$ cat src/common/cpu16_pkg.sv
// CPU16 shared definitions
package cpu16_pkg;

   // Data and address width
   localparam int xlen = 16;

   // Register index width, eight registers
   localparam int reg_addr_w = 3;

   // Instruction memory size in 16-bit words
   localparam int rom_depth = 256;

   // Word address width, taken from pc bits 8 down to 1
   localparam int rom_aw = $clog2(rom_depth);

   // Width of the short immediate in the I format
   localparam int imm_w = 6;

   // First fetch address after reset
   localparam logic [xlen-1:0] reset_pc = '0;

   // Opcodes, anything not listed here runs as a no-op
   localparam logic [3:0] op_alu  = 4'h1;
   localparam logic [3:0] op_addi = 4'h2;
   localparam logic [3:0] op_lui  = 4'h3;
   localparam logic [3:0] op_beqz = 4'h4;
   localparam logic [3:0] op_bnez = 4'h5;
   localparam logic [3:0] op_halt = 4'hf;

   // ALU function codes, carried in funct for op_alu
   localparam logic [2:0] fn_add = 3'd0;
   localparam logic [2:0] fn_sub = 3'd1;
   localparam logic [2:0] fn_and = 3'd2;
   localparam logic [2:0] fn_or  = 3'd3;
   localparam logic [2:0] fn_xor = 3'd4;
   localparam logic [2:0] fn_sll = 3'd5;
   localparam logic [2:0] fn_srl = 3'd6;
   // Signed compare, result is 0 or 1
   localparam logic [2:0] fn_slt = 3'd7;

   // One instruction word, seen in two formats
   // Opcode, rd and rs1 sit at the same bits in both views
   typedef union packed {
      // Register-register format
      struct packed {
         logic [3:0]            opcode;
         logic [reg_addr_w-1:0] rd;
         logic [reg_addr_w-1:0] rs1;
         logic [reg_addr_w-1:0] rs2;
         logic [2:0]            funct;
      } r;
      // Immediate format, also used by branches
      struct packed {
         logic [3:0]            opcode;
         logic [reg_addr_w-1:0] rd;
         logic [reg_addr_w-1:0] rs1;
         logic [imm_w-1:0]      imm6;
      } i;
   } instr_t;

endpackage

$ cat src/logic/reg_file.sv
// Register file
`timescale 1ns/100ps

module reg_file import cpu16_pkg::*; (
   input  logic                  clk,
   input  logic                  rst,
   input  logic [reg_addr_w-1:0] rs1_addr,
   input  logic [reg_addr_w-1:0] rs2_addr,
   output logic [xlen-1:0]       rs1_data,
   output logic [xlen-1:0]       rs2_data,
   input  logic                  we,
   input  logic [reg_addr_w-1:0] waddr,
   input  logic [xlen-1:0]       wdata
);

   logic [xlen-1:0] regs [2**reg_addr_w];

   // r0 is never written
   always_ff @(posedge clk) begin
      if (rst) begin
         for (int k = 0; k < 2**reg_addr_w; k++) begin
            regs[k] <= '0;
         end
      end else if (we && (waddr != '0)) begin
         regs[waddr] <= wdata;
      end
   end

   // Write-first read, the execute result reaches decode in the same cycle
   always_comb begin
      if (rs1_addr == '0) begin
         rs1_data = '0;
      end else if (we && (waddr == rs1_addr)) begin
         rs1_data = wdata;
      end else begin
         rs1_data = regs[rs1_addr];
      end
      if (rs2_addr == '0) begin
         rs2_data = '0;
      end else if (we && (waddr == rs2_addr)) begin
         rs2_data = wdata;
      end else begin
         rs2_data = regs[rs2_addr];
      end
   end

endmodule

$ cat config.mk
export PLATFORM = sky130hd
export DESIGN_NAME = reg_file
export DESIGN_NICKNAME = d
export VERILOG_FILES = /design/src/common/cpu16_pkg.sv /design/src/logic/reg_file.sv
export SDC_FILE = /design/constraint.sdc
export NUM_CORES = 1
export LEC_CHECK = 0
export BUFFER_PORTS_ARGS = -buffer_cell sky130_fd_sc_hd__buf_4
export CAP_MARGIN = 20
export CELL_PAD_IN_SITES_DETAIL_PLACEMENT = 1
export CELL_PAD_IN_SITES_GLOBAL_PLACEMENT = 2
export CORE_MARGIN = 8
export CORE_UTILIZATION = 46
export CTS_CLUSTER_DIAMETER = 30
export CTS_CLUSTER_SIZE = 30
export DETAILED_ROUTE_END_ITERATION = 8
export GPL_ROUTABILITY_DRIVEN = 1
export GPL_TIMING_DRIVEN = 1
export PLACE_DENSITY = 0.89
export SLEW_MARGIN = 20
export SYNTH_ARGS = -nofsm -noshare
export SYNTH_HDL_FRONTEND = slang
export SYNTH_SLANG_ARGS = --single-unit
$ cat constraint.sdc
create_clock -name clk -period 2.4 [get_ports clk]
set_input_delay 0.12 -clock clk [delete_from_list [all_inputs] [get_ports clk]]
set_output_delay 0.12 -clock clk [all_outputs]
set_load 0.005 [all_outputs]
* After elaboration in Yosys (flattened, before gate mapping)
Memory sizes are Yosys's and may differ from the RTL's.
Index checks and enable logic that the tools add are counted.
** Storage, ports and cells
- Input port bits :: 28
- Register bits after elaboration :: 0
- Output and inout bits :: 32
- Memories kept :: 1
- RAM bits :: 128
** Operators by class
- Mux-type cells :: 12
- Reduce and logical (&&, ||, !) cells :: 7
- Equal/unequal tests :: 2
** Memory list
- regs :: words 8, width 16, read ports 2, clocked after memory_dff 0, wr ports 8, line reg_file.sv:16 : logic [xlen-1:0] regs [2**reg_addr_w];
** Operators with widths (number)
- 16-bit 2-to-1 mux :: 5
- 16-bit OR reduction :: 1
- 3-bit == test :: 2
- 3-bit zero test :: 2
- 1-bit 2-to-1 mux :: 6
- 1-bit logical AND :: 3
- 3-bit 2-to-1 mux :: 1
- 3-bit nonzero test :: 1

* Logic depth before layout (Yosys ltp)
- Word-level depth :: 7
- Mapped depth :: 7
- Gate-level depth less buffers :: 4

* Worst setup path after synthesis
OpenSTA, ideal clock, no wires.
- Path type :: input -> output
- From :: input port rs1_addr[2]
- To :: output port rs1_data[14]
- Required time :: 2280 ps
- Slack :: 882 ps
- Path buffers :: 3
- Cell stages on the path :: 6
- Arrival :: 1398 ps
- Path through :: buf_6 > xor2_2 > or4b_1 > buf_6 > buf_8 > a211oi_2
** Between the ends
- Cells in the longest elaborated chain, start to end :: 4
- Elaborated cells between the ends (all ways) :: 6
** RTL lines
- start, declared :: line reg_file.sv:7 : input logic [reg_addr_w-1:0] rs1_addr,
- branches (longest 3 deep; another with memory read 8 x 16 bit)
- 16-bit 2-to-1 mux * :: line reg_file.sv:31 : if (rs1_addr == '0) begin
- end, declared :: line reg_file.sv:9 : output logic [xlen-1:0] rs1_data,
Every way passes the cells marked *.

==> metrics.yaml <==
dp_hpwl_mm: 14.3
avgSynthCellArea_um2: 13.2
fin_nets: 637
yosys.area_share.simple: 0.162
cts_buffer_depth: 2
peakVddDrop_mv: 0.496
cts_sinks: 128
syn_to_final_growth_pct: 17.0
ff_latch_area_um2: 3840
worstPathArrival_ns: 2.08
finalCritPeriodShare: 0.917
yosysWarnings: 0
rsz0062_at_grt: "false"
die_area_um2: 19700
yosysSeqAreaShare: 0.540
grt_max_degree: 34
antenna_left: 0
cts_tree: "done"
floorplan.initialDensity: 0.470
fin_crit_ns: 2.20
root_buffer: "clkbuf_16"
worstHoldStart: "wdata[14]"
stdcell_area_um2: 8330
grt_pass1_wl_mm: 31.8
syn_inst: 538
multi_input_area_um2: 3110
drt_iter0_drc: 456
ctsHtreeMaxLevel: 4
cap_violations: 0
vias: 4920
setup_ws_ns: 0.200
startpoint: "regs[5][5]"
synthDistinctLibCells: 30
max-slew-margin-rel: 0.288
die_w_um: 140
reg.largest.list: "regs: 128 flops"
drc: 0
placed_cells: 778
antenna_found_initial: 0
synth_top_family_by_area: "multiplexers"
cp_top_family: "multiplexers"
path_max_fanout: 2
num_io_pins: 60
synth_mux_area_frac: 0.196
synth_xor_xnor_area_share: 0.00844
start_kind: "flop"
placed_area_um2: 7790
die_height_um: 140
hp-class: "in2reg"
largest_reg_flops: 128
slowest_stage: "mux4_2"
ys_ff_latch: 128
preCtsSetupSlack_ns: 0.274
synth_area_um2: 7110
synthAdderAreaFrac: 0
crit_required_ns: 2.28
synth_edf_count: 128
synth-async-reset-ratio: 0
gp_congestion: 1.00
fin_setup_tns_ns: 0
core_um2: 15100
setup_viol: 0
max_freq_mhz: 455
top_register: "regs"
cts_buffers: 17
wl_mm: 20.7
worstMarginPinSlew_ns: 1.06
cts_resized: 0
synth-compound-area-share: 0.0614
worstPathCellList: "mux4_2, a211oi_1, nor3_1, buf_4"
io_buffers: 59
critPathKind: "reg2out"
num_antenna_cells: 0
grt_usage: 0.218
first_pass_iters: 4
postCtsHoldBufs: 0
power-per-cell-area_nw_per_um2: 714
overflow: 0
timing_hold_violations_final: 0
avgViaCountPerCell: 6.09
clkTransAtPathRegs_ns: 0.05
rows: 45
slew_violations: 0
p_leak_nw: 3.13
path_buf_inv: 1
fill_cells: 1482
drt-wirelength-per-cell_um: 25.7
status: "completed"
drive_gt1_frac: 0.239
fin_cells: 808
cp_slowest_stage_delay_ns: 0.50
postCtsSetupRepairBufs: 0
endpoint_kind: "primary output"
synthFlopType: "edfxtp_1"
grt_pass1_vias: 5253
## final cells by class
class	count	area share
clock buffer	20	0.0524
clock inverter	10	0.0116
multi-input combinational	383	0.373
sequential	128	0.462
tap	188	0.0283
timing repair buffer	79	0.0727
## path summary, 6_finish.rpt
check | cells after the start | endpoint | slack, ns
max | 4 | rs2_data[5] | 0.20
min | 2 | regs[4][14] | 0.06
## synthesized netlist by cell type (2+ instances only)
master	count	area share
nand2b_1	4	0.0035
buf_6	2	0.0032
or2_2	9	0.0079
a211oi_1	30	0.032
and2_1	112	0.099
buf_4	5	0.0053
buf_2	16	0.011
mux2i_1	62	0.087
nor2_1	38	0.020
clkbuf_1	18	0.0095
nor3_1	32	0.023
mux4_2	32	0.10
o22ai_1	31	0.027
xor2_1	2	0.0025
xnor2_1	3	0.0037
edfxtp_1	128	0.54
## logic make-up after synthesis
logic type / after synthesis
DFF: 128
other: 1
xor gates and xnor gates: 6
buffers and inverters: 42
AOI/OAI and AO/OA: 63
muxes: 96
and+or+nand+nor: 202
## per-stage QoR
stage	total power, W	utilization	hold WS [ns]
floorplan	0.00320	-	0.318
global placement	0.00357	0.514	0.475
detailed placement	0.00361	0.514	0.485
CTS	0.00597	0.550	0.0481
global route	0.00610	0.550	0.0681
finish	0.00595	0.550	0.0617
## power breakdown
part | total (W) | switching, W | internal, W
combinational | 0.000878 | 0.000474 | 0.000404
sequential | 0.00270 | 0.0000798 | 0.00262
clock | 0.00237 | 0.000884 | 0.00149
## cell usage in the layout, fill, tap and decap left out, types with 2 or more instances in the layout
| cell | count |
|---|---|
| clkinv_2 | 2 |
| clkinv_1 | 5 |
| conb_1 | 16 |
| nor3_1 | 31 |
| clkbuf_16 | 17 |
| and2_1 | 112 |
| buf_4 | 78 |
| o22ai_1 | 31 |
| mux2i_1 | 62 |
| clkbuf_1 | 3 |
| xor2_1 | 2 |
| nor2_1 | 38 |
| or2_2 | 9 |
| mux4_2 | 32 |
| bufinv_16 | 2 |
| a211oi_1 | 30 |
| xnor2_1 | 3 |
| edfxtp_1 | 128 |
| nand2b_1 | 4 |
## routing by layer
metal | part of all wire | vias to the layer above | GRT usage
met3 | 0.042 | 38 | 0.0313
met1 | 0.43 | 2539 | 0.284
met5 | 0 | - | 0
met2 | 0.50 | 156 | 0.353
li1 | - | 2187 | -
met4 | 0.028 | 0 | 0.0994
Note: power is estimated with default switching activity, not from simulation.
