### config.mk
export PLATFORM = sky130hd
export DESIGN_NAME = alu
export DESIGN_NICKNAME = d
export VERILOG_FILES = /design/src/common/cpu16_pkg.sv /design/src/logic/alu.sv
export SDC_FILE = /design/constraint.sdc
export NUM_CORES = 1
export LEC_CHECK = 0
export BUFFER_PORTS_ARGS = -buffer_cell sky130_fd_sc_hd__buf_2
export CORE_MARGIN = 2
export CORE_UTILIZATION = 59
export DETAILED_ROUTE_END_ITERATION = 6
export PLACE_DENSITY = 0.82
export SLEW_MARGIN = 20
export SYNTH_ARGS = -nofsm -noshare
export SYNTH_HDL_FRONTEND = slang
export SYNTH_SLANG_ARGS = --single-unit
export TNS_END_PERCENT = 1
### constraint.sdc
create_clock -name vclk -period 3.5
set_input_delay 0.175 -clock vclk [all_inputs]
set_output_delay 0.175 -clock vclk [all_outputs]
set_load 0.005 [all_outputs]
### src/common/cpu16_pkg.sv
// CPU16 shared definitions
package cpu16_pkg;

   // Data and address width
   localparam int xlen = 16;

   // Register index width, eight registers
   localparam int reg_addr_w = 3;

   // Instruction memory size in 16-bit words
   localparam int rom_depth = 256;

   // Word address width, taken from pc bits 8 down to 1
   localparam int rom_aw = $clog2(rom_depth);

   // Width of the short immediate in the I format
   localparam int imm_w = 6;

   // First fetch address after reset
   localparam logic [xlen-1:0] reset_pc = '0;

   // Opcodes, anything not listed here runs as a no-op
   localparam logic [3:0] op_alu  = 4'h1;
   localparam logic [3:0] op_addi = 4'h2;
   localparam logic [3:0] op_lui  = 4'h3;
   localparam logic [3:0] op_beqz = 4'h4;
   localparam logic [3:0] op_bnez = 4'h5;
   localparam logic [3:0] op_halt = 4'hf;

   // ALU function codes, carried in funct for op_alu
   localparam logic [2:0] fn_add = 3'd0;
   localparam logic [2:0] fn_sub = 3'd1;
   localparam logic [2:0] fn_and = 3'd2;
   localparam logic [2:0] fn_or  = 3'd3;
   localparam logic [2:0] fn_xor = 3'd4;
   localparam logic [2:0] fn_sll = 3'd5;
   localparam logic [2:0] fn_srl = 3'd6;
   // Signed compare, result is 0 or 1
   localparam logic [2:0] fn_slt = 3'd7;

   // One instruction word, seen in two formats
   // Opcode, rd and rs1 sit at the same bits in both views
   typedef union packed {
      // Register-register format
      struct packed {
         logic [3:0]            opcode;
         logic [reg_addr_w-1:0] rd;
         logic [reg_addr_w-1:0] rs1;
         logic [reg_addr_w-1:0] rs2;
         logic [2:0]            funct;
      } r;
      // Immediate format, also used by branches
      struct packed {
         logic [3:0]            opcode;
         logic [reg_addr_w-1:0] rd;
         logic [reg_addr_w-1:0] rs1;
         logic [imm_w-1:0]      imm6;
      } i;
   } instr_t;

endpackage

### src/logic/alu.sv
// Execute stage ALU
`timescale 1ns/100ps

module alu import cpu16_pkg::*; (
   input  logic [xlen-1:0] a,
   input  logic [xlen-1:0] b,
   input  logic [2:0]      fn,
   output logic [xlen-1:0] result,
   output logic            a_zero
);

   // Shift distance from the low bits of b
   logic [3:0] shamt;

   assign shamt = b[3:0];

   always_comb begin
      case (fn)
         fn_add: begin
            result = a + b;
         end
         fn_sub: begin
            result = a - b;
         end
         fn_and: begin
            result = a & b;
         end
         fn_or: begin
            result = a | b;
         end
         fn_xor: begin
            result = a ^ b;
         end
         fn_sll: begin
            result = a << shamt;
         end
         fn_srl: begin
            // Logical, zeros shift in
            result = a >> shamt;
         end
         fn_slt: begin
            result = {{(xlen-1){1'b0}}, ($signed(a) < $signed(b))};
         end
         default: begin
            result = a + b;
         end
      endcase
   end

   // Branch condition, tested on the rs1 operand
   assign a_zero = (a == '0);

endmodule

==> Word level (Yosys, flattened, before mapping) <==
Cells that the tools add are included.
W data, S select, Z words.
{ "classes": {"add_sub_neg": 2, "multipliers": 0, "n_div": 0, "order_cmp": 1, "eq_ne": 7, "shifts": 2, "n_mux": 1, "bitwise": 3, "n_reduce_logical": 2} }
{ "ops": {"columns": ["cell", "n"], "rows": [
  ["$pmux W16 S8", 1],
  ["$add A16 B16 Y16", 1],
  ["$and A16 B16 Y16", 1],
  ["$logic_not A16 Y1", 1],
  ["$lt A16 B16 Y1", 1],
  ["$or A16 B16 Y16", 1],
  ["$shl A16 B4 Y16", 1],
  ["$shr A16 B4 Y16", 1],
  ["$sub A16 B16 Y16", 1],
  ["$xor A16 B16 Y16", 1],
  ["$eq A3 B3 Y1 const B", 4],
  ["$eq A3 B2 Y1 const B", 2],
  ["$eq A3 B1 Y1 const B", 1],
  ["$logic_not A3 Y1", 1]
]} }
{ "word_totals": {"regBits": 0, "latch_bits": 0, "mem_bits_rw": 0, "rom_bits": 0, "in_bits": 35, "output_inout_bits": 17, "mem_count": 0} }

==> Depth between registers and ports, before layout <==
Gate-level depths: netlist of the first run.
{ "logic_depth": {"ltp_word": 2, "mapped_depth": 12, "depth_no_buf": 10} }

==> Worst setup path after synthesis of the first run <==
No wires, ideal clock.
{ "synth_path": {"kind": "in2out", "from": "in b[2]", "to": "out result[15]", "arrival_time_ps": 2564, "setup_slack_ps": 761, "stages": 11, "cell_sequence": "clkbuf_1 -> inv_2 -> clkbuf_1 -> ha_1 -> inv_2 -> or4_1 -> a21oi_2 -> o21ai_1 -> o211ai_1 -> mux2i_1 -> o21ai_1"} }
{ "synth_via": {"elab_chain_len": 2, "word_cells_on_any_way": 5, "cone_classes": "add/sub: 2; shift: 2; mux: 1"} }
{ "synth_lines": {"columns": ["element", "line", "text"], "rows": [
  ["from (decl)", "alu.sv:6", "input logic [xlen-1:0] b,"],
  ["$sub A16 B16 Y16, or another cell as far along", "alu.sv:23", "result = a - b;"],
  ["$pmux W16 S8 (*)", "alu.sv:18", "case (fn)"],
  ["to (decl)", "alu.sv:8", "output logic [xlen-1:0] result,"]
]} }
Mark *: on every way between the ends. The rest lies on a longest branch, timed or not.

==> Worst setup path after layout of the first run <==
{ "layout_path": {"from": "in a[0]", "to": "out result[0]"} }
{ "layout_via": {"elab_chain_len": 2, "word_cells_on_any_way": 9, "cone_classes": "add/sub: 2; order compare: 1; shift: 2; mux: 1; bitwise: 3"} }
{ "layout_lines": {"columns": ["element", "line", "text"], "rows": [
  ["from (decl)", "alu.sv:5", "input logic [xlen-1:0] a,"],
  ["$sub A16 B16 Y16, or another cell as far along", "alu.sv:23", null],
  ["$pmux W16 S8 (*)", "alu.sv:18", null]
]} }
Marks and branches as above.

==> impl_metrics.ini, run 1 <==
[outcome]
outcome = finished clean

[drt]
routed_wl_mm = 13.74
ant_nets = 0
vias_per_cell = 7.206
drtPass1Iterations = 6
vias = 4590
drtIter0Drc = 499
drcViolationCount = 0
wl_per_cell_um = 21.58

[yosys]
syn_avg_cell_area_um2 = 6.919
synth_top_area_share_pct = 16.47
synth_nets = 624
synth_common_cells = nor2_1, ha_1, a21oi_1, inv_1, nand2_1
seq_area_frac_synth_pct = 0
yosysTopAreaCell = ha_1
yosysMostFrequentCell = nor2_1
synthTopCellsByArea = ha_1, a21oi_1, mux4_2, nor2_1, inv_1
yosys_warnings = 0
synth_cell_types = 73
synth_area_um2 = 3722
netlist_instances = 538

[timing]
setup_slack_ns = 0.3697
final.setup.tns_ns = 0
final_hold_viol_count = 0
relSlewSlack_pct = 42.12
fin_crit_ns = 3.130
rsz0062_at_grt = no
drv_slew = 0
setup_violations = 0
fin_crit_sh_pct = 89.44
tightest_slew_ns = 0.8603
max_freq_mhz = 319.5

[grt]
grt_usage_pct = 37.64
grt_pass1_vias = 4221
grt_antenna_before_repair = 0
grt_max_degree = 40
grt_pass1_wl_mm = 21.69
grt-ovfl-total = 0

[job]
maxCapViolCount = 0

[power]
p_per_area_nw_per_um2 = 162.5
p_leak_nw = 1.777
vdd_drop_max_v = 0.0001144

[final_layout]
fin_area_um2 = 3974
seq_area_um2 = 0
fin_cells = 637
n_clock_buffer = 0
seq_cells = 0
syn2layout_area_growth_pct = 6.756
fin_nets = 650
n_antenna_cell = 0
drive_gt1_share_pct = 18.33

[cts]
cts_hold_buf = 0
cts_resized = 0
cts_setup_buffers = 0

[setup_path]
crit_fanout = 6
crit_path_top_delay_cell = o41ai_1
setup.worst_path.start_class = input pin
crit_path_end_kind = output port
path_class = input pin to output port
crit_required_ns = 3.32
worstPathCellList = buf_2 -> inv_1 -> ha_1 -> fa_1 -> o21bai_1 -> a2111oi_2 -> nor3_1 -> nor2_2 -> o41ai_1 -> o32ai_1 -> buf_2
critPathArrivalTime_ns = 2.96
cp_common_cell = buf_2
crit_path_max_incr_delay_ns = 0.63

[placement]
pre_cts_slack_ns = 0.4818
io_buffers = 52
dp_hpwl_mm = 10.57
placed_area_um2 = 3974
dp.cells = 637
gp_congestion = 1.055

[floorplanning]
initial_core_util_pct = 61.77
dieArea_um2 = 6961
fp.coreArea_um2 = 6026
ios = 52
die_h_um = 83.43
die_x_um = 83.43
rows = 28

[hold_path]
hold_class = input pin to output port
==> layer usage <==
layer | wire, um | track usage (%)
met2 | 5990 | 58.28
met3 | 1717 | 5.169
met1 | 5547 | 53.85
met4 | 488 | 12.02
met5 | 0 | 0
==> path summary, 6_finish.rpt <==
check | slack [ns] | to | startpoint | cells after the start
worst max-delay path | 0.37 | result[0] | a[0] | 11
worst min-delay path | 0.86 | a_zero | a[0] | 4
==> cells by family (layout without fill, tap and decap cells) <==
family          count (synthesis)  after routing  synth area share, %
compound gates                190            190                34.99
xor+xnor                        7              7                1.647
fa+ha+maj                      51             51                17.55
buf+inv                        85            109                9.412
mux                            35             35                14.15
simple gates                  170            170                22.25
==> critical path, delay by kind of cell <==
| family | cells | cell delay (ns) |
|---|---|---|
| and+or+nand+nor | 2 | 0.52 |
| AOI/OAI and AO/OA | 4 | 1.27 |
| adders and majority gates | 2 | 0.66 |
| buffers and inverters | 3 | 0.35 |
==> per-stage QoR <==
step / utilization, % / hold WS [ns] / total power (W)
floorplan: - / 0.5112 / 0.0004290
global placement: 65.95 / 0.8306 / 0.0006169
detailed placement: 65.95 / 0.8387 / 0.0006200
CTS: 65.95 / 0.8502 / 0.0006232
global route: 65.95 / 0.8776 / 0.0006952
finish: 65.95 / 0.8550 / 0.0006456
==> cells in the final DEF, fill, tap and decap left out, types with 10 or more instances in the layout <==
master    count
a21oi_1      47
nand2_1      35
nand3_1      11
a211oi_1     15
mux4_2       10
nor3_1       14
o21ai_0      32
nor2_1       59
ha_1         49
inv_1        44
buf_2        52
mux2i_1      11
==> cell type report <==
cell class	instances	area [um2]
Inverter	48	180.2
Timing Repair Buffer	61	327.8
Multi-Input combinational cell	453	3372
Tap cell	75	93.84
Fill cell	591	2052
==> report_power, final <==
group,internal [W],switching (W),total [W]
Clock,0,0,0
Sequential,0,0,0
Combinational,0.000249,0.000396,0.000646
Total,0.000249,0.000396,0.000646
No activity file was read; power rests on OpenSTA's default activity.
==> run 2: changes to the inputs <==
ABC_AREA = 1   (was default)
GPL_TIMING_DRIVEN = 1   (was default)
PLACE_DENSITY = 0.81   (was 0.82)
==> impl_metrics.ini, run 2 <==
[power]
p_leak_nw = 2.353
vdd_drop_max_v = 0.00009484
p_per_area_nw_per_um2 = 151.4
power_w = 0.0006210

[setup_path]
cp_common_cell = nand2_1
crit_fanout = 34
crit_path_end_kind = output port
crit_path_max_incr_delay_ns = 0.50
cp_num_buf_inv = 4
path_class = input pin to output port
crit_family = buffers and inverters
worstPathCellList = buf_2 -> inv_1 -> buf_4 -> ha_1 -> nor2_1 -> nand2_1 -> nand2_1 -> nand3_1 -> nand2_1 -> nand2_1 -> nand2_1 -> nand2_1 -> nand3_1 -> nand3_1 -> buf_2
setup.worst_path.start_class = input pin
crit_required_ns = 3.32
crit_path_top_delay_cell = buf_2
critPathArrivalTime_ns = 2.63

[final_layout]
multiInputGateArea_um2 = 3354
seq_area_um2 = 0
n_antenna_cell = 0
fillCellCount = 697
drive_gt1_share_pct = 8.302
seq_cells = 0
fin_nets = 883
syn2layout_area_growth_pct = 6.187
mostFrequentLayoutCell = nand2_1
n_clock_buffer = 0
layout_common_cells = nand2_1, nand3_1, inv_1

[grt]
grt_antenna_before_repair = 0
grt-ovfl-total = 0
grt_pass1_vias = 4856
grt_max_degree = 36
grt_pass1_wl_mm = 23.77
grt_usage_pct = 40.57

[floorplanning]
fp.coreArea_um2 = 6350
rows = 29
dieArea_um2 = 7210
initial_core_util_pct = 60.83
die_h_um = 84.91
die_x_um = 84.91
ios = 52

[drt]
vias = 5428
routed_wl_mm = 14.88
drtPass1Iterations = 5
ant_nets = 0
drcViolationCount = 0
wl_per_cell_um = 17.07
drtIter0Drc = 698
vias_per_cell = 6.225

[cts]
cts_hold_buf = 0
cts_setup_buffers = 0
cts_resized = 0

[timing]
rsz0062_at_grt = no
fin_crit_sh_pct = 80.02
drv_slew = 0
final.setup.tns_ns = 0
final_hold_viol_count = 0
fin_crit_ns = 2.801
max_freq_mhz = 357.0
setup_violations = 0
setup_slack_ns = 0.6992
relSlewSlack_pct = 42.41
tightest_slew_ns = 0.8607
whs_ns = 0.8525

[yosys]
yosysMostFrequentCell = nand2_1
synth_area_um2 = 3862
synth_nets = 858
synth_top_area_share_pct = 23.81
netlist_instances = 772
syn_avg_cell_area_um2 = 5.003
synth_cell_types = 32
synth_common_cells = nand2_1, nand3_1, inv_1, nor2_1, ha_1
seq_area_frac_synth_pct = 0
yosys_warnings = 0
yosysTopAreaCell = nand2_1
synthTopCellsByArea = nand2_1, ha_1, nand3_1, inv_1, nor2_1

[placement]
dp_hpwl_mm = 12.22
gp_congestion = 1.102
pre_cts_slack_ns = 0.8160
io_buffers = 52

[hold_path]
hold_class = input pin to output port

[job]
maxCapViolCount = 0

[outcome]
outcome = finished clean
## run 2: worst paths after layout
check,start,end,depth (start not counted)
setup / recovery,b[1],result[11],15
hold / removal,a[12],a_zero,5
## run 2: metal layers
metal | share of wire [%] | global-route usage, % | up-vias
li1 | - | - | 2550
met1 | 40 | 56.45 | 2442
met2 | 45 | 66.43 | 395
met3 | 12 | 3.307 | 41
met4 | 3.3 | 12.84 | 0
met5 | 0 | 0 | -
## run 2: cell families (layout without fill, tap and decap cells)
logic type	count (synthesis)	in the layout	share of synthesized area, %
AOI/OAI and AO/OA	112	112	16.26
xor gates and xnor gates	3	3	0.6804
adders and majority gates	51	51	16.91
buffers and inverters	130	153	13.28
muxes	2	2	0.5183
and+or+nand+nor	474	474	52.35
## run 2: final cells by class
cell class,count,share of cell area [%]
repair buffers,55,6.894
well taps,77,2.349
inverters,98,8.969
multi-input cells,642,81.79
## run 2: power breakdown
group          switching (W)  internal [W]  total, W  leakage [nW]
Sequential                 0             0         0             0
Combinational       0.000420      0.000201  0.000621          2.35
Clock                      0             0         0             0
## run 2: per-stage QoR
step / cells / instance area [um2] / utilization [%]
3_3_place_gp: 872 / 4101 / 64.59
5_1_grt: 872 / 4101 / 64.59
3_5_place_dp: 872 / 4101 / 64.59
2_1_floorplan: 772 / 3862 / -
4_1_cts: 872 / 4101 / 64.59
6_report: 872 / 4101 / 64.59
==> run 3: changes to the inputs <==
clock period = 2.8 ns   (was 3.5 ns; I/O delays follow)
==> impl_metrics.ini, run 3 (synthesized netlist as in run 2, its figures left out) <==
[setup_path]
critPathArrivalTime_ns = 2.19
crit_path_max_incr_delay_ns = 0.45
crit_family = simple AND/OR/NAND/NOR gates
crit_required_ns = 2.66
worstPathCellList = buf_2 -> inv_1 -> ha_1 -> nor2_1 -> and2_1 -> nand2_1 -> nand2_1 -> nand2_1 -> nand3_1 -> nand3_1 -> a21oi_1 -> buf_2
crit_path_top_delay_cell = ha_1
path_class = input pin to output port
crit_fanout = 10
cp_common_cell = nand2_1
setup.worst_path.start_class = input pin
crit_path_end_kind = output port
cp_num_buf_inv = 3

[final_layout]
n_antenna_cell = 0
seq_cells = 0
fin_area_um2 = 4154
layout_common_cells = nand2_1, nand3_1, inv_1
drive_gt1_share_pct = 9.102
seq_area_um2 = 0
fin_cells = 879
syn2layout_area_growth_pct = 7.548
mostFrequentLayoutCell = nand2_1
fin_nets = 890
n_clock_buffer = 0

[timing]
setup_violations = 0
drv_slew = 0
max_freq_mhz = 429.5
final_hold_viol_count = 0
tightest_slew_ns = 0.6663
fin_crit_sh_pct = 83.14
relSlewSlack_pct = 55.46
rsz0062_at_grt = no
fin_crit_ns = 2.328
final.setup.tns_ns = 0

[placement]
io_buffers = 52
gp_congestion = 1.045
placed_area_um2 = 4154
dp_hpwl_mm = 11.94
dp.cells = 879

[drt]
routed_wl_mm = 14.71
drtIter0Drc = 535
drtPass1Iterations = 6
wl_per_cell_um = 16.73
ant_nets = 0
vias_per_cell = 6.022
drcViolationCount = 0
vias = 5293

[floorplanning]
initial_core_util_pct = 60.83
die_h_um = 84.91
ios = 52
rows = 29
fp.coreArea_um2 = 6350
dieArea_um2 = 7210
die_x_um = 84.91

[job]
maxCapViolCount = 0

[grt]
grt_pass1_wl_mm = 23.34
grt_max_degree = 34
grt_usage_pct = 39.91
grt_antenna_before_repair = 0
grt-ovfl-total = 0
grt_pass1_vias = 4839

[outcome]
outcome = finished clean

[cts]
cts_hold_buf = 0
cts_resized = 0
cts_setup_buffers = 0

[hold_path]
hold_class = input pin to output port

[power]
vdd_drop_max_v = 0.0001117
p_per_area_nw_per_um2 = 187.8
p_leak_nw = 2.387
## run 3: cell count changes in the layout (fill, tap and decap cells not counted), sizes merged
cell,delta
buf,+7
## run 3: final timing paths
path / slack (ns) / endpoint / cells after the start / startpoint
worst max-delay path: 0.47 / result[0] / 12 / a[6]
worst min-delay path: 0.77 / a_zero / 5 / a[2]
## run 3: stage by stage
| step | util, % | power [W] | setup WS [ns] | hold WS (ns) |
|---|---|---|---|---|
| 2_1_floorplan | - | 0.0005159 | 0.8336 | 0.4153 |
| 3_3_place_gp | 65.42 | 0.0007379 | 0.5484 | 0.7470 |
| 3_5_place_dp | 65.42 | 0.0007484 | 0.5138 | 0.7576 |
| 4_1_cts | 65.42 | 0.0007529 | 0.5142 | 0.7556 |
| 5_1_grt | 65.42 | 0.0008598 | 0.3430 | 0.8089 |
| 6_report | 65.42 | 0.0007802 | 0.4719 | 0.7682 |
## run 3: final cells by class
class                           count  area [um2]
Fill cell                         670        2196
Inverter                           98       367.9
Multi-Input combinational cell    642        3354
Timing Repair Buffer               62       335.3
Tap cell                           77       96.34
## run 3: power breakdown
part | internal (W) | switching (W) | total [W]
clock | 0 | 0 | 0
sequential | 0 | 0 | 0
combinational | 0.000259 | 0.000521 | 0.000780
## run 3: routing by layer
metal | share of wire [%] | up-vias | routed length, um | track usage (%)
li1 | - | 2563 | - | -
met1 | 41 | 2372 | 6073 | 54.00
met2 | 45 | 313 | 6567 | 66.14
met3 | 11 | 45 | 1666 | 5.934
met4 | 2.7 | 0 | 401 | 10.82
met5 | 0 | - | 0 | 0
