## src/common/cpu16_pkg.sv

```systemverilog
// CPU16 shared definitions
package cpu16_pkg;

   // Data and address width
   localparam int xlen = 16;

   // Register index width, eight registers
   localparam int reg_addr_w = 3;

   // Instruction memory size in 16-bit words
   localparam int rom_depth = 256;

   // Word address width, taken from pc bits 8 down to 1
   localparam int rom_aw = $clog2(rom_depth);

   // Width of the short immediate in the I format
   localparam int imm_w = 6;

   // First fetch address after reset
   localparam logic [xlen-1:0] reset_pc = '0;

   // Opcodes, anything not listed here runs as a no-op
   localparam logic [3:0] op_alu  = 4'h1;
   localparam logic [3:0] op_addi = 4'h2;
   localparam logic [3:0] op_lui  = 4'h3;
   localparam logic [3:0] op_beqz = 4'h4;
   localparam logic [3:0] op_bnez = 4'h5;
   localparam logic [3:0] op_halt = 4'hf;

   // ALU function codes, carried in funct for op_alu
   localparam logic [2:0] fn_add = 3'd0;
   localparam logic [2:0] fn_sub = 3'd1;
   localparam logic [2:0] fn_and = 3'd2;
   localparam logic [2:0] fn_or  = 3'd3;
   localparam logic [2:0] fn_xor = 3'd4;
   localparam logic [2:0] fn_sll = 3'd5;
   localparam logic [2:0] fn_srl = 3'd6;
   // Signed compare, result is 0 or 1
   localparam logic [2:0] fn_slt = 3'd7;

   // One instruction word, seen in two formats
   // Opcode, rd and rs1 sit at the same bits in both views
   typedef union packed {
      // Register-register format
      struct packed {
         logic [3:0]            opcode;
         logic [reg_addr_w-1:0] rd;
         logic [reg_addr_w-1:0] rs1;
         logic [reg_addr_w-1:0] rs2;
         logic [2:0]            funct;
      } r;
      // Immediate format, also used by branches
      struct packed {
         logic [3:0]            opcode;
         logic [reg_addr_w-1:0] rd;
         logic [reg_addr_w-1:0] rs1;
         logic [imm_w-1:0]      imm6;
      } i;
   } instr_t;

endpackage

```

## src/logic/pipeline_control.sv

```systemverilog
// Decode and pipeline control
`timescale 1ns/100ps

module pipeline_control import cpu16_pkg::*; (
   input  logic                  clk,
   input  logic                  rst,
   input  logic                  run,
   input  instr_t                instr,
   input  logic                  f_valid,
   input  logic [xlen-1:0]       pc,
   input  logic                  cond_zero,
   output logic [reg_addr_w-1:0] rs1_addr,
   output logic [reg_addr_w-1:0] rs2_addr,
   output logic [2:0]            alu_fn,
   output logic                  use_imm,
   output logic [xlen-1:0]       imm,
   output logic                  ex_en,
   output logic                  rf_we,
   output logic [reg_addr_w-1:0] rf_waddr,
   output logic                  stall,
   output logic                  redirect,
   output logic [xlen-1:0]       redirect_pc,
   output logic                  halted
);

   logic [xlen-1:0]       imm_sext;
   logic [xlen-1:0]       d_target;
   logic                  d_valid;
   logic                  d_writes;
   logic                  ex_valid;
   logic [3:0]            ex_op;
   logic [reg_addr_w-1:0] ex_rd;
   logic [xlen-1:0]       ex_target;
   logic                  ex_writes;
   logic                  taken;
   logic                  halt_ex;

   // Decode through both views of the same word
   assign imm_sext = {{(xlen-imm_w){instr.i.imm6[imm_w-1]}}, instr.i.imm6};
   // LUI takes r0 so the ALU add passes the shifted immediate
   assign rs1_addr = (instr.i.opcode == op_lui) ? '0 : instr.i.rs1;
   assign rs2_addr = instr.r.rs2;
   assign alu_fn   = (instr.r.opcode == op_alu) ? instr.r.funct : fn_add;
   assign use_imm  = (instr.i.opcode == op_addi) || (instr.i.opcode == op_lui);
   assign imm      = (instr.i.opcode == op_lui) ?
                     {instr.i.imm6, {(xlen-imm_w){1'b0}}} : imm_sext;
   // Target is pc + 2 + imm * 2
   assign d_target = pc + 16'd2 + {imm_sext[xlen-2:0], 1'b0};

   // Writes to r0 are dropped in decode so no pulse leaves the core
   assign d_writes = ((instr.i.opcode == op_alu) || (instr.i.opcode == op_addi) ||
                      (instr.i.opcode == op_lui)) && (instr.i.rd != '0);

   // Execute stage status
   assign halt_ex   = ex_valid && (ex_op == op_halt);
   assign taken     = ex_valid && (((ex_op == op_beqz) && cond_zero) ||
                                   ((ex_op == op_bnez) && !cond_zero));

   // Fetch freezes on run low and from halt on
   assign stall       = !run || halted || halt_ex;
   assign redirect    = taken;
   assign redirect_pc = ex_target;

   // Decode word is dropped when the branch ahead of it is taken
   assign d_valid = f_valid && !taken;
   // A frozen decode word stays put and execute gets a bubble
   assign ex_en   = d_valid && !stall;

   assign rf_we    = ex_valid && ex_writes;
   assign rf_waddr = ex_rd;

   always_ff @(posedge clk) begin
      if (rst) begin
         ex_valid <= 1'b0;
         halted   <= 1'b0;
      end else begin
         ex_valid <= ex_en;
         if (halt_ex) begin
            halted <= 1'b1;
         end
      end
   end

   // Execute payload follows the valid bit
   always_ff @(posedge clk) begin
      if (ex_en) begin
         ex_op     <= instr.i.opcode;
         ex_rd     <= instr.i.rd;
         ex_target <= d_target;
         ex_writes <= d_writes;
      end
   end

   // Once halted nothing is left in execute to branch
   a_no_redirect_halted: assert property (
      @(posedge clk) disable iff (rst) !(redirect && halted)
   ) else $error("pipeline_control: redirect after halt");

   a_no_r0_write: assert property (
      @(posedge clk) disable iff (rst) rf_we |-> (rf_waddr != '0)
   ) else $error("pipeline_control: write enable to r0");

endmodule

```

## config.mk

```make
export PLATFORM = sky130hd
export DESIGN_NAME = pipeline_control
export DESIGN_NICKNAME = d
export VERILOG_FILES = /design/src/common/cpu16_pkg.sv /design/src/logic/pipeline_control.sv
export SDC_FILE = /design/constraint.sdc
export NUM_CORES = 1
export LEC_CHECK = 0
export BUFFER_PORTS_ARGS = -buffer_cell sky130_fd_sc_hd__buf_2
export CAP_MARGIN = 15
export CORE_MARGIN = 2
export CORE_UTILIZATION = 26
export CTS_CLUSTER_DIAMETER = 50
export CTS_CLUSTER_SIZE = 14
export DETAILED_ROUTE_END_ITERATION = 7
export PLACE_DENSITY = 0.54
export SYNTH_ARGS = -nofsm -noshare
export SYNTH_HDL_FRONTEND = slang
export SYNTH_SLANG_ARGS = --single-unit
```

## constraint.sdc

```tcl
create_clock -name clk -period 6.1 [get_ports clk]
set_input_delay 1.22 -clock clk [delete_from_list [all_inputs] [get_ports clk]]
set_output_delay 1.22 -clock clk [all_outputs]
set_load 0.03 [all_outputs]
```

======== Word level (Yosys, flattened, before mapping) ========
Cells that the tools add are included.
word-level totals
  register bits after elaboration ......... 26
  bits of input ports ..................... 37
cells by class
  $add $sub $neg .......................... 2
  mux-type cells .......................... 3
  reduce and logical (&&, ||, !) cells .... 19
  eq/ne operators ......................... 6
operator list
  operator               count
  $add 16x16->16         1
  $add 16x2->16 const B  1
  $mux 15                1
  $eq 4x2->1 const B     2
  $eq 4x3->1 const B     2
  $logic_and 1x1->1      8
  $logic_or 1x1->1       6
  $mux 3                 2
  $eq 4x1->1 const B     1
  $eq 4x4->1 const B     1
  $logic_not 1->1        4
  $reduce_bool 3->1      1

======== Depth between registers and ports, before layout ========
Gate-level depths: netlist (run 1).
  word-level depth ........................ 7
  depth in mapped cells ................... 11
  gate-level depth less buffers ........... 11

======== Worst setup path after synthesis (run 1) ========
OpenSTA, ideal clock, no wires.
  path kind ............................... input-to-output
  start point ............................. input port cond_zero
  end point ............................... output port ex_en
  path buffers ............................ 0
  data arrival time ....................... 2.912 ns
  required time ........................... 4.880 ns
  stages .................................. 4
  setup slack ............................. 1.968 ns
  path through ............................ xor2_1 > nand4_1 > nand2_1 > nor2_1
between the ends
  cells in the longest elaborated chain, start to end .. 7
ends and longest elaborated chain
  item                 RTL line                text
  start: declaration   pipeline_control.sv:11  input logic cond_zero,
  $logic_not 1->1      pipeline_control.sv:57  ((ex_op == op_bnez) && !cond_zero));
  $logic_and 1x1->1    pipeline_control.sv:57
  $logic_or 1x1->1 *   pipeline_control.sv:56  assign taken = ex_valid && (((ex_op == op_beqz) && cond_zero) ||
  $logic_and 1x1->1 *  pipeline_control.sv:56
  $logic_not 1->1 *    pipeline_control.sv:65  assign d_valid = f_valid && !taken;
  $logic_and 1x1->1 *  pipeline_control.sv:65
  $logic_and 1x1->1 *  pipeline_control.sv:67  assign ex_en = d_valid && !stall;
  end: declaration     pipeline_control.sv:17  output logic ex_en,
Every way passes the cells marked *; elsewhere a longest branch is shown, timed or not.

======== Worst setup path after layout (run 1) ========
  start point ............................. input port instr[15] (netlist name)
  end point ............................... output port imm[7]
between the ends
  cells in the longest elaborated chain, start to end .. 2
ends and longest elaborated chain
  item                RTL line                text
  start: declaration  pipeline_control.sv:8   input instr_t instr,
  $eq 4x2->1          pipeline_control.sv:45  assign imm = (instr.i.opcode == op_lui) ?
  $mux 15             pipeline_control.sv:45
  end: declaration    pipeline_control.sv:16  output logic [xlen-1:0] imm,
Every way passes these cells.

==> results of run 1 <==
-- cell usage in the layout (no fill, tap or decap), types with 2 or more instances in the layout --
cell,n
a21oi_1,8
dfxtp_1,2
buf_2,86
and2_1,4
and3_1,5
nand2_1,21
or3_1,2
nor3_1,6
nor2b_1,9
ha_1,27
a211o_1,2
inv_1,14
edfxtp_1,24
xor2_1,8
o21a_1,2
o21ai_1,3
xnor2_1,4
nor2_1,9
nand3_1,4
a31oi_1,2
clkbuf_8,3
o21ai_0,2
-- final cells by class --
cell class | count | area [µm²] | share of cell area [%]
Multi-Input combinational cell | 137 | 1020 | 41.4
Sequential cell | 26 | 761 | 30.8
Timing Repair Buffer | 87 | 438 | 17.7
Tap cell | 99 | 124 | 5.02
Inverter | 14 | 52.6 | 2.13
Clock buffer | 3 | 41.3 | 1.67
Clock inverter | 1 | 30.0 | 1.22
-- layer usage --
metal	track usage [%]	part of all wire [%]
met5	0	0
met4	3.26	0.81
met3	2.49	8.0
met2	14.2	45
met1	12.8	46
-- stage by stage --
step	utilization [%]	setup WS, ns	cell area (µm²)
floorplan	-	1.97	1900
CTS	34.4	2.25	2470
global route	34.4	2.08	2470
finish	34.4	2.30	2470
detailed placement	33.4	2.26	2400
global placement	33.4	2.30	2400
-- cells in the mapped netlist, types with 2 or more instances --
library cell / number
nor3_1: 6
o21a_1: 2
and2_1: 4
xnor2_1: 4
dfxtp_1: 2
a211o_1: 2
buf_4: 8
ha_1: 27
nor2b_1: 9
a21oi_1: 8
edfxtp_1: 24
nand2_1: 21
inv_1: 14
nand3_1: 4
o21ai_0: 2
and3_1: 5
a31oi_1: 2
xor2_1: 8
or3_1: 2
o21ai_1: 3
nor2_1: 10
-- how the worst max path moves through the flow --
stage,from,to,slack (ns),cells past startpoint
after floorplan,cond_zero,ex_en,1.97,4
after global placement,instr[15],imm[5],2.30,6
after detailed placement,instr[15],imm[7],2.26,6
after CTS,instr[15],imm[7],2.25,6
after global routing,instr[15],imm[6],2.08,6
final,instr[15],imm[7],2.30,6
-- tightest hold or removal path, delay by kind of cell, from the launching register on --
family | cells | cell delay, ns
flip-flops | 1 | 0.35
AND/OR/NAND/NOR | 1 | 0.07
AO/OA/AOI/OAI | 1 | 0.06
-- cell families (layout without fill, tap and decap cells) --
logic type	Yosys count	count (layout)
compound gates	31	31
xor+xnor	12	12
fa+ha+maj	28	28
buf+inv	23	105
flops	26	26
simple gates	66	66
-- power breakdown --
part / internal (W) / switching [W]
Sequential: 0.000216 / 0.00000313
Clock: 0.0000877 / 0.0000516
Combinational: 0.0000731 / 0.000122
Total: 0.000376 / 0.000176
-- sequential cells by signal, summed over array words and instances, names as in the netlist --
register / cells
redirect_pc: 16
ex_op: 4
rf_waddr: 3
ex_valid: 1
ex_writes: 1
halted: 1
==> reports/qor.yml, run 1 <==
critical_path_arrival_ns: 2.58
cp_slowest_stage_delay_ns: 0.46
fin_worst_skew_ns: 0.00482
place_inst: 363
cp-start-kind: "primary input"
peakVddDrop_mv: 0.0870
grt_max_degree: 25
portBuffers: 86
reg2reg_to: "redirect_pc[12]"
post-cts-setup-buffers: 0
hp-start: "halted"
clk_path_buf_depth: 2
synth_top_family_by_area: "adder cells"
drive_gt1_share_pct: 35.8
die_width_um: 89.4
r2r_start: "ex_op[3]"
yosys_register_bits: 26
path_delay_family: "simple AND/OR/NAND/NOR gates"
leakage_nw: 1.24
start_util_pct: 26.5
yosysSeqAreaShare_pct: 40.1
cts_made_buffers: 3
tightest_slew_ns: 0.439
antenna_found_initial: 0
grt_pass1_wl_um: 5930
finalMaxSlewViolations: 0
synth_xor_area_share_pct: 5.54
track_usage_pct: 9.33
path_buf_inv: 3
rows: 31
drcViolationCount: 0
crit_path_cell_trace: "buf_2, nor2_1, and3_1, nand2b_1, inv_1, buf_2"
vias: 1547
viasPerCell: 4.22
finalHoldViolations: 0
drt_iter0_drc: 49
crit_top_cell: "buf_2"
root_buffer: "clkbuf_8"
postRouteWirelength_um: 3930
hp-class: "flip-flop to flip-flop"
grt_pass1_vias: 1326
gp_congestion: 0.836
netlist_instances: 186
synth_area_per_cell_um2: 10.2
synth-adder-area-share_pct: 18.9
postRouteAntennaNets: 0
fin_nets: 334
stdcell_count: 367
synth_cell_type_count: 40
fp.dieH_um: 89.4
rsz0062_at_grt: "false"
hold_slack_ns: 0.507
dp_hpwl_um: 3370
total_power_w: 0.000553
period_share_pct: 62.3
cp_max_fo: 14
setup_viol: 0
synth_compound_area_share_pct: 11.9
hold_path_end: "halted"
clkTransAtPathRegs_ns: 0.09
synth_top_area_share_pct: 38.0
synthSimpleGateAreaFrac_pct: 17.5
whs_path_depth: 2
pin_count: 87
r2r_slack_ns: 4.42
synth_top_area_cell: "edfxtp_1"
synth_nets: 251
fill_cells: 736
outcome: "finished clean"
synth_enable_flop_cells: 24
slew_headroom_pct: 70.7
synth_area_leaders: "edfxtp_1 38%, ha_1 18%, nand2_1 4.2%"
finalCriticalPeriod_ns: 3.80
setup_tns_ns: 0
cts_sinks: 26
crit_type: "primary input to output port"
yosys_warnings: 0
htree_levels: 1
detail_route.wl_per_cell_um: 10.7
area_delta_synth_final_pct: 30.1
netlist_area_um2: 1900
die-area_um2: 8000
tritoncts: "yes"
overflow: 0
p_per_area_nw_per_um2: 224
coreArea_um2: 7180
post_cts_resized: 0
cp_slowest_cell: "and3_1"
clkLatencyLatePin_ns: 0.27
hold_buffers: 0
rr_worst_depth: 5
max-cap-violations: 0
muxShareOfSynthArea_pct: 0
diodes: 0
end_kind: "output port"
async_flop_share_pct: 0
required_ns: 4.88
synth_ff_type: "edfxtp_1"
timing.fmax_mhz: 263
firstDrtPassIters: 4
Note: power is estimated with default switching activity, not from simulation.
==> run 2: changes to the inputs <==
==> constraint.sdc (replaced) <==
create_clock -name clk -period 3.8 [get_ports clk]
set_input_delay 0.76 -clock clk [delete_from_list [all_inputs] [get_ports clk]]
set_output_delay 0.76 -clock clk [all_outputs]
set_load 0.03 [all_outputs]
==> run 2 against run 1 <==
Net effect:
- via count fell by 1.1%
- sequential power is 60% higher
- critical path depth increased by 1
- global-route usage is 0.32 points lower
- final area is 0.35% lower
- register-to-register slack worse by 2.3 ns
- sequential share of layout area is 0.11 points higher
- worst hold slack worse by 0.011 ns
- first-iteration DRC count is 29% lower
- clock skew down 0.0038 ns
==> reports/qor.yml, run 2 (synthesized netlist as in run 1, its figures left out) <==
dp_hpwl_um: 3310  # was 3370 µm
postRouteWirelength_um: 3880  # was 3930 µm
tightest_slew_ns: 0.335  # was 0.439 ns
largest_register_ffs: 16  # unchanged
post-cts-setup-buffers: 0  # unchanged
detail_route.wl_per_cell_um: 10.5  # was 10.7 µm
clkPwrFrac_pct: 20.2  # was 25.2%
clkTransAtPathRegs_ns: 0.08  # was 0.09 ns
post_cts_resized: 0  # unchanged
crit_type: "primary input to output port"  # unchanged
rsz0062_at_grt: "false"  # unchanged
internal-power_w: 0.000556  # was 0.000376 W
clk_path_buf_depth: 2  # unchanged
viasPerCell: 4.16  # was 4.22
timing.fmax_mhz: 359
finalMaxSlewViolations: 0  # unchanged
start_util_pct: 26.5  # unchanged
cts_sinks: 26  # unchanged
vias: 1530  # was 1547
final_common_cell: "buf_2"  # unchanged
die-area_um2: 8000  # unchanged
seqPwrFrac_pct: 42.1  # was 39.6%
clkLatencyLatePin_ns: 0.26  # was 0.27 ns
cts_made_buffers: 3  # unchanged
cp_max_fo: 14  # unchanged
slew_headroom_pct: 77.7  # was 70.7%
diodes: 0  # unchanged
fin_nets: 335  # was 334
setup_tns_ns: 0  # unchanged
grt_pass1_vias: 1302  # was 1326
end_kind: "output port"  # unchanged
hp-class: "flip-flop to flip-flop"  # unchanged
drt_iter0_drc: 35  # was 49
fin_ws_ns: 1.02  # was 2.30 ns
swShare_pct: 33.1  # was 31.9%
required_ns: 3.04  # was 4.88 ns
multi_input_area_um2: 1020  # unchanged
pin_count: 87  # unchanged
firstDrtPassIters: 4  # unchanged
peakVddDrop_mv: 0.126  # was 0.0870 mV
htree_levels: 1  # unchanged
p_per_area_nw_per_um2: 338  # was 224 nW/µm²
critical_path_arrival_ns: 2.02  # was 2.58 ns
final_cell_mix: "86 x buf_2, 27 x ha_1, 24 x edfxtp_1"  # unchanged
root_buffer: "clkbuf_8"  # unchanged
placed_area_um2: 2410  # was 2400 µm²
period_share_pct: 73.3
tritoncts: "yes"  # unchanged
drive_gt1_share_pct: 36.1  # was 35.8%
seqCellArea_um2: 761  # unchanged
setup_viol: 0  # unchanged
die_width_um: 89.4  # unchanged
hold_slack_ns: 0.496  # was 0.507 ns
coreArea_um2: 7180  # unchanged
gp_congestion: 0.799  # was 0.836
portBuffers: 86  # unchanged
max-cap-violations: 0  # unchanged
switching_power_w: 0.000276  # was 0.000176 W
p_comb_share_pct: 37.7  # was 35.2%
track_usage_pct: 9.01  # was 9.33%
fin_worst_skew_ns: 0.00107  # was 0.00482 ns
overflow: 0  # unchanged
finalHoldViolations: 0  # unchanged
postRouteAntennaNets: 0  # unchanged
cp-start-kind: "primary input"  # unchanged
drcViolationCount: 0  # unchanged
rows: 31  # unchanged
area_delta_synth_final_pct: 29.7  # was 30.1%
leakage_nw: 1.23  # was 1.24 nW
final_area_um2: 2460  # was 2470 µm²
hold_buffers: 0  # unchanged
pre_cts_slack_ns: 0.804  # was 2.26 ns
outcome: "finished clean"  # unchanged
fin_util_pct: 34.3  # was 34.4%
grt_max_degree: 25  # unchanged
fp.dieH_um: 89.4  # unchanged
fill_cells: 771  # was 736
grt_pass1_wl_um: 5770  # was 5930 µm
finalCriticalPeriod_ns: 2.78
antenna_found_initial: 0  # unchanged
## run 2: cell count changes in the layout (fill, tap and decap cells not counted), sizes merged
cell    before  now
buf         87   88
bufinv       1    0
clkbuf       3    4
## run 2: layout make-up
class                           instances  share of cell area (%)
Clock buffer                            4                    2.24
Inverter                               14                    2.14
Multi-Input combinational cell        137                    41.6
Sequential cell                        26                    30.9
Tap cell                               99                    5.03
Timing Repair Buffer                   88                    18.1
## run 2: per-layer routing
metal,track usage [%],vias to the layer above,share of wire (%)
li1,-,826,-
met1,13.3,657,49
met2,13.5,45,43
met3,1.57,2,6.4
met4,2.44,0,0.83
met5,0,-,0
## run 2: critical path: stages
cell	delay, ns
buf_2	0.10
nor2_1	0.21
and3_1	0.20
buf_4	0.19
nand2b_1	0.26
inv_1	0.12
buf_2	0.19
## run 2: power groups by stage
stage	registers, W	logic [W]	clock network [W]
6_report	0.000350	0.000314	0.000168
4_1_cts	0.000351	0.000318	0.000175
3_3_place_gp	0.000357	0.000317	0
3_5_place_dp	0.000357	0.000316	0
2_1_floorplan	0.000395	0.000195	0
5_1_grt	0.000352	0.000352	0.000181
## run 2: worst paths after layout
| kind | start | endpoint | slack, ns | cells past startpoint |
|---|---|---|---|---|
| hold / removal | halted | halted | 0.50 | 2 |
| setup reg to reg | ex_op[3] | rf_waddr[1] | 2.12 | 5 |
| hold reg to reg | halted | halted | 0.50 | 2 |
| setup / recovery | instr[15] | imm[9] | 1.02 | 7 |
## run 2: metrics by stage
step | instances | total power [W]
3_5_place_dp | 364 | 0.000674
3_3_place_gp | 364 | 0.000674
4_1_cts | 368 | 0.000844
6_report | 368 | 0.000831
2_1_floorplan | 186 | 0.000590
5_1_grt | 368 | 0.000886
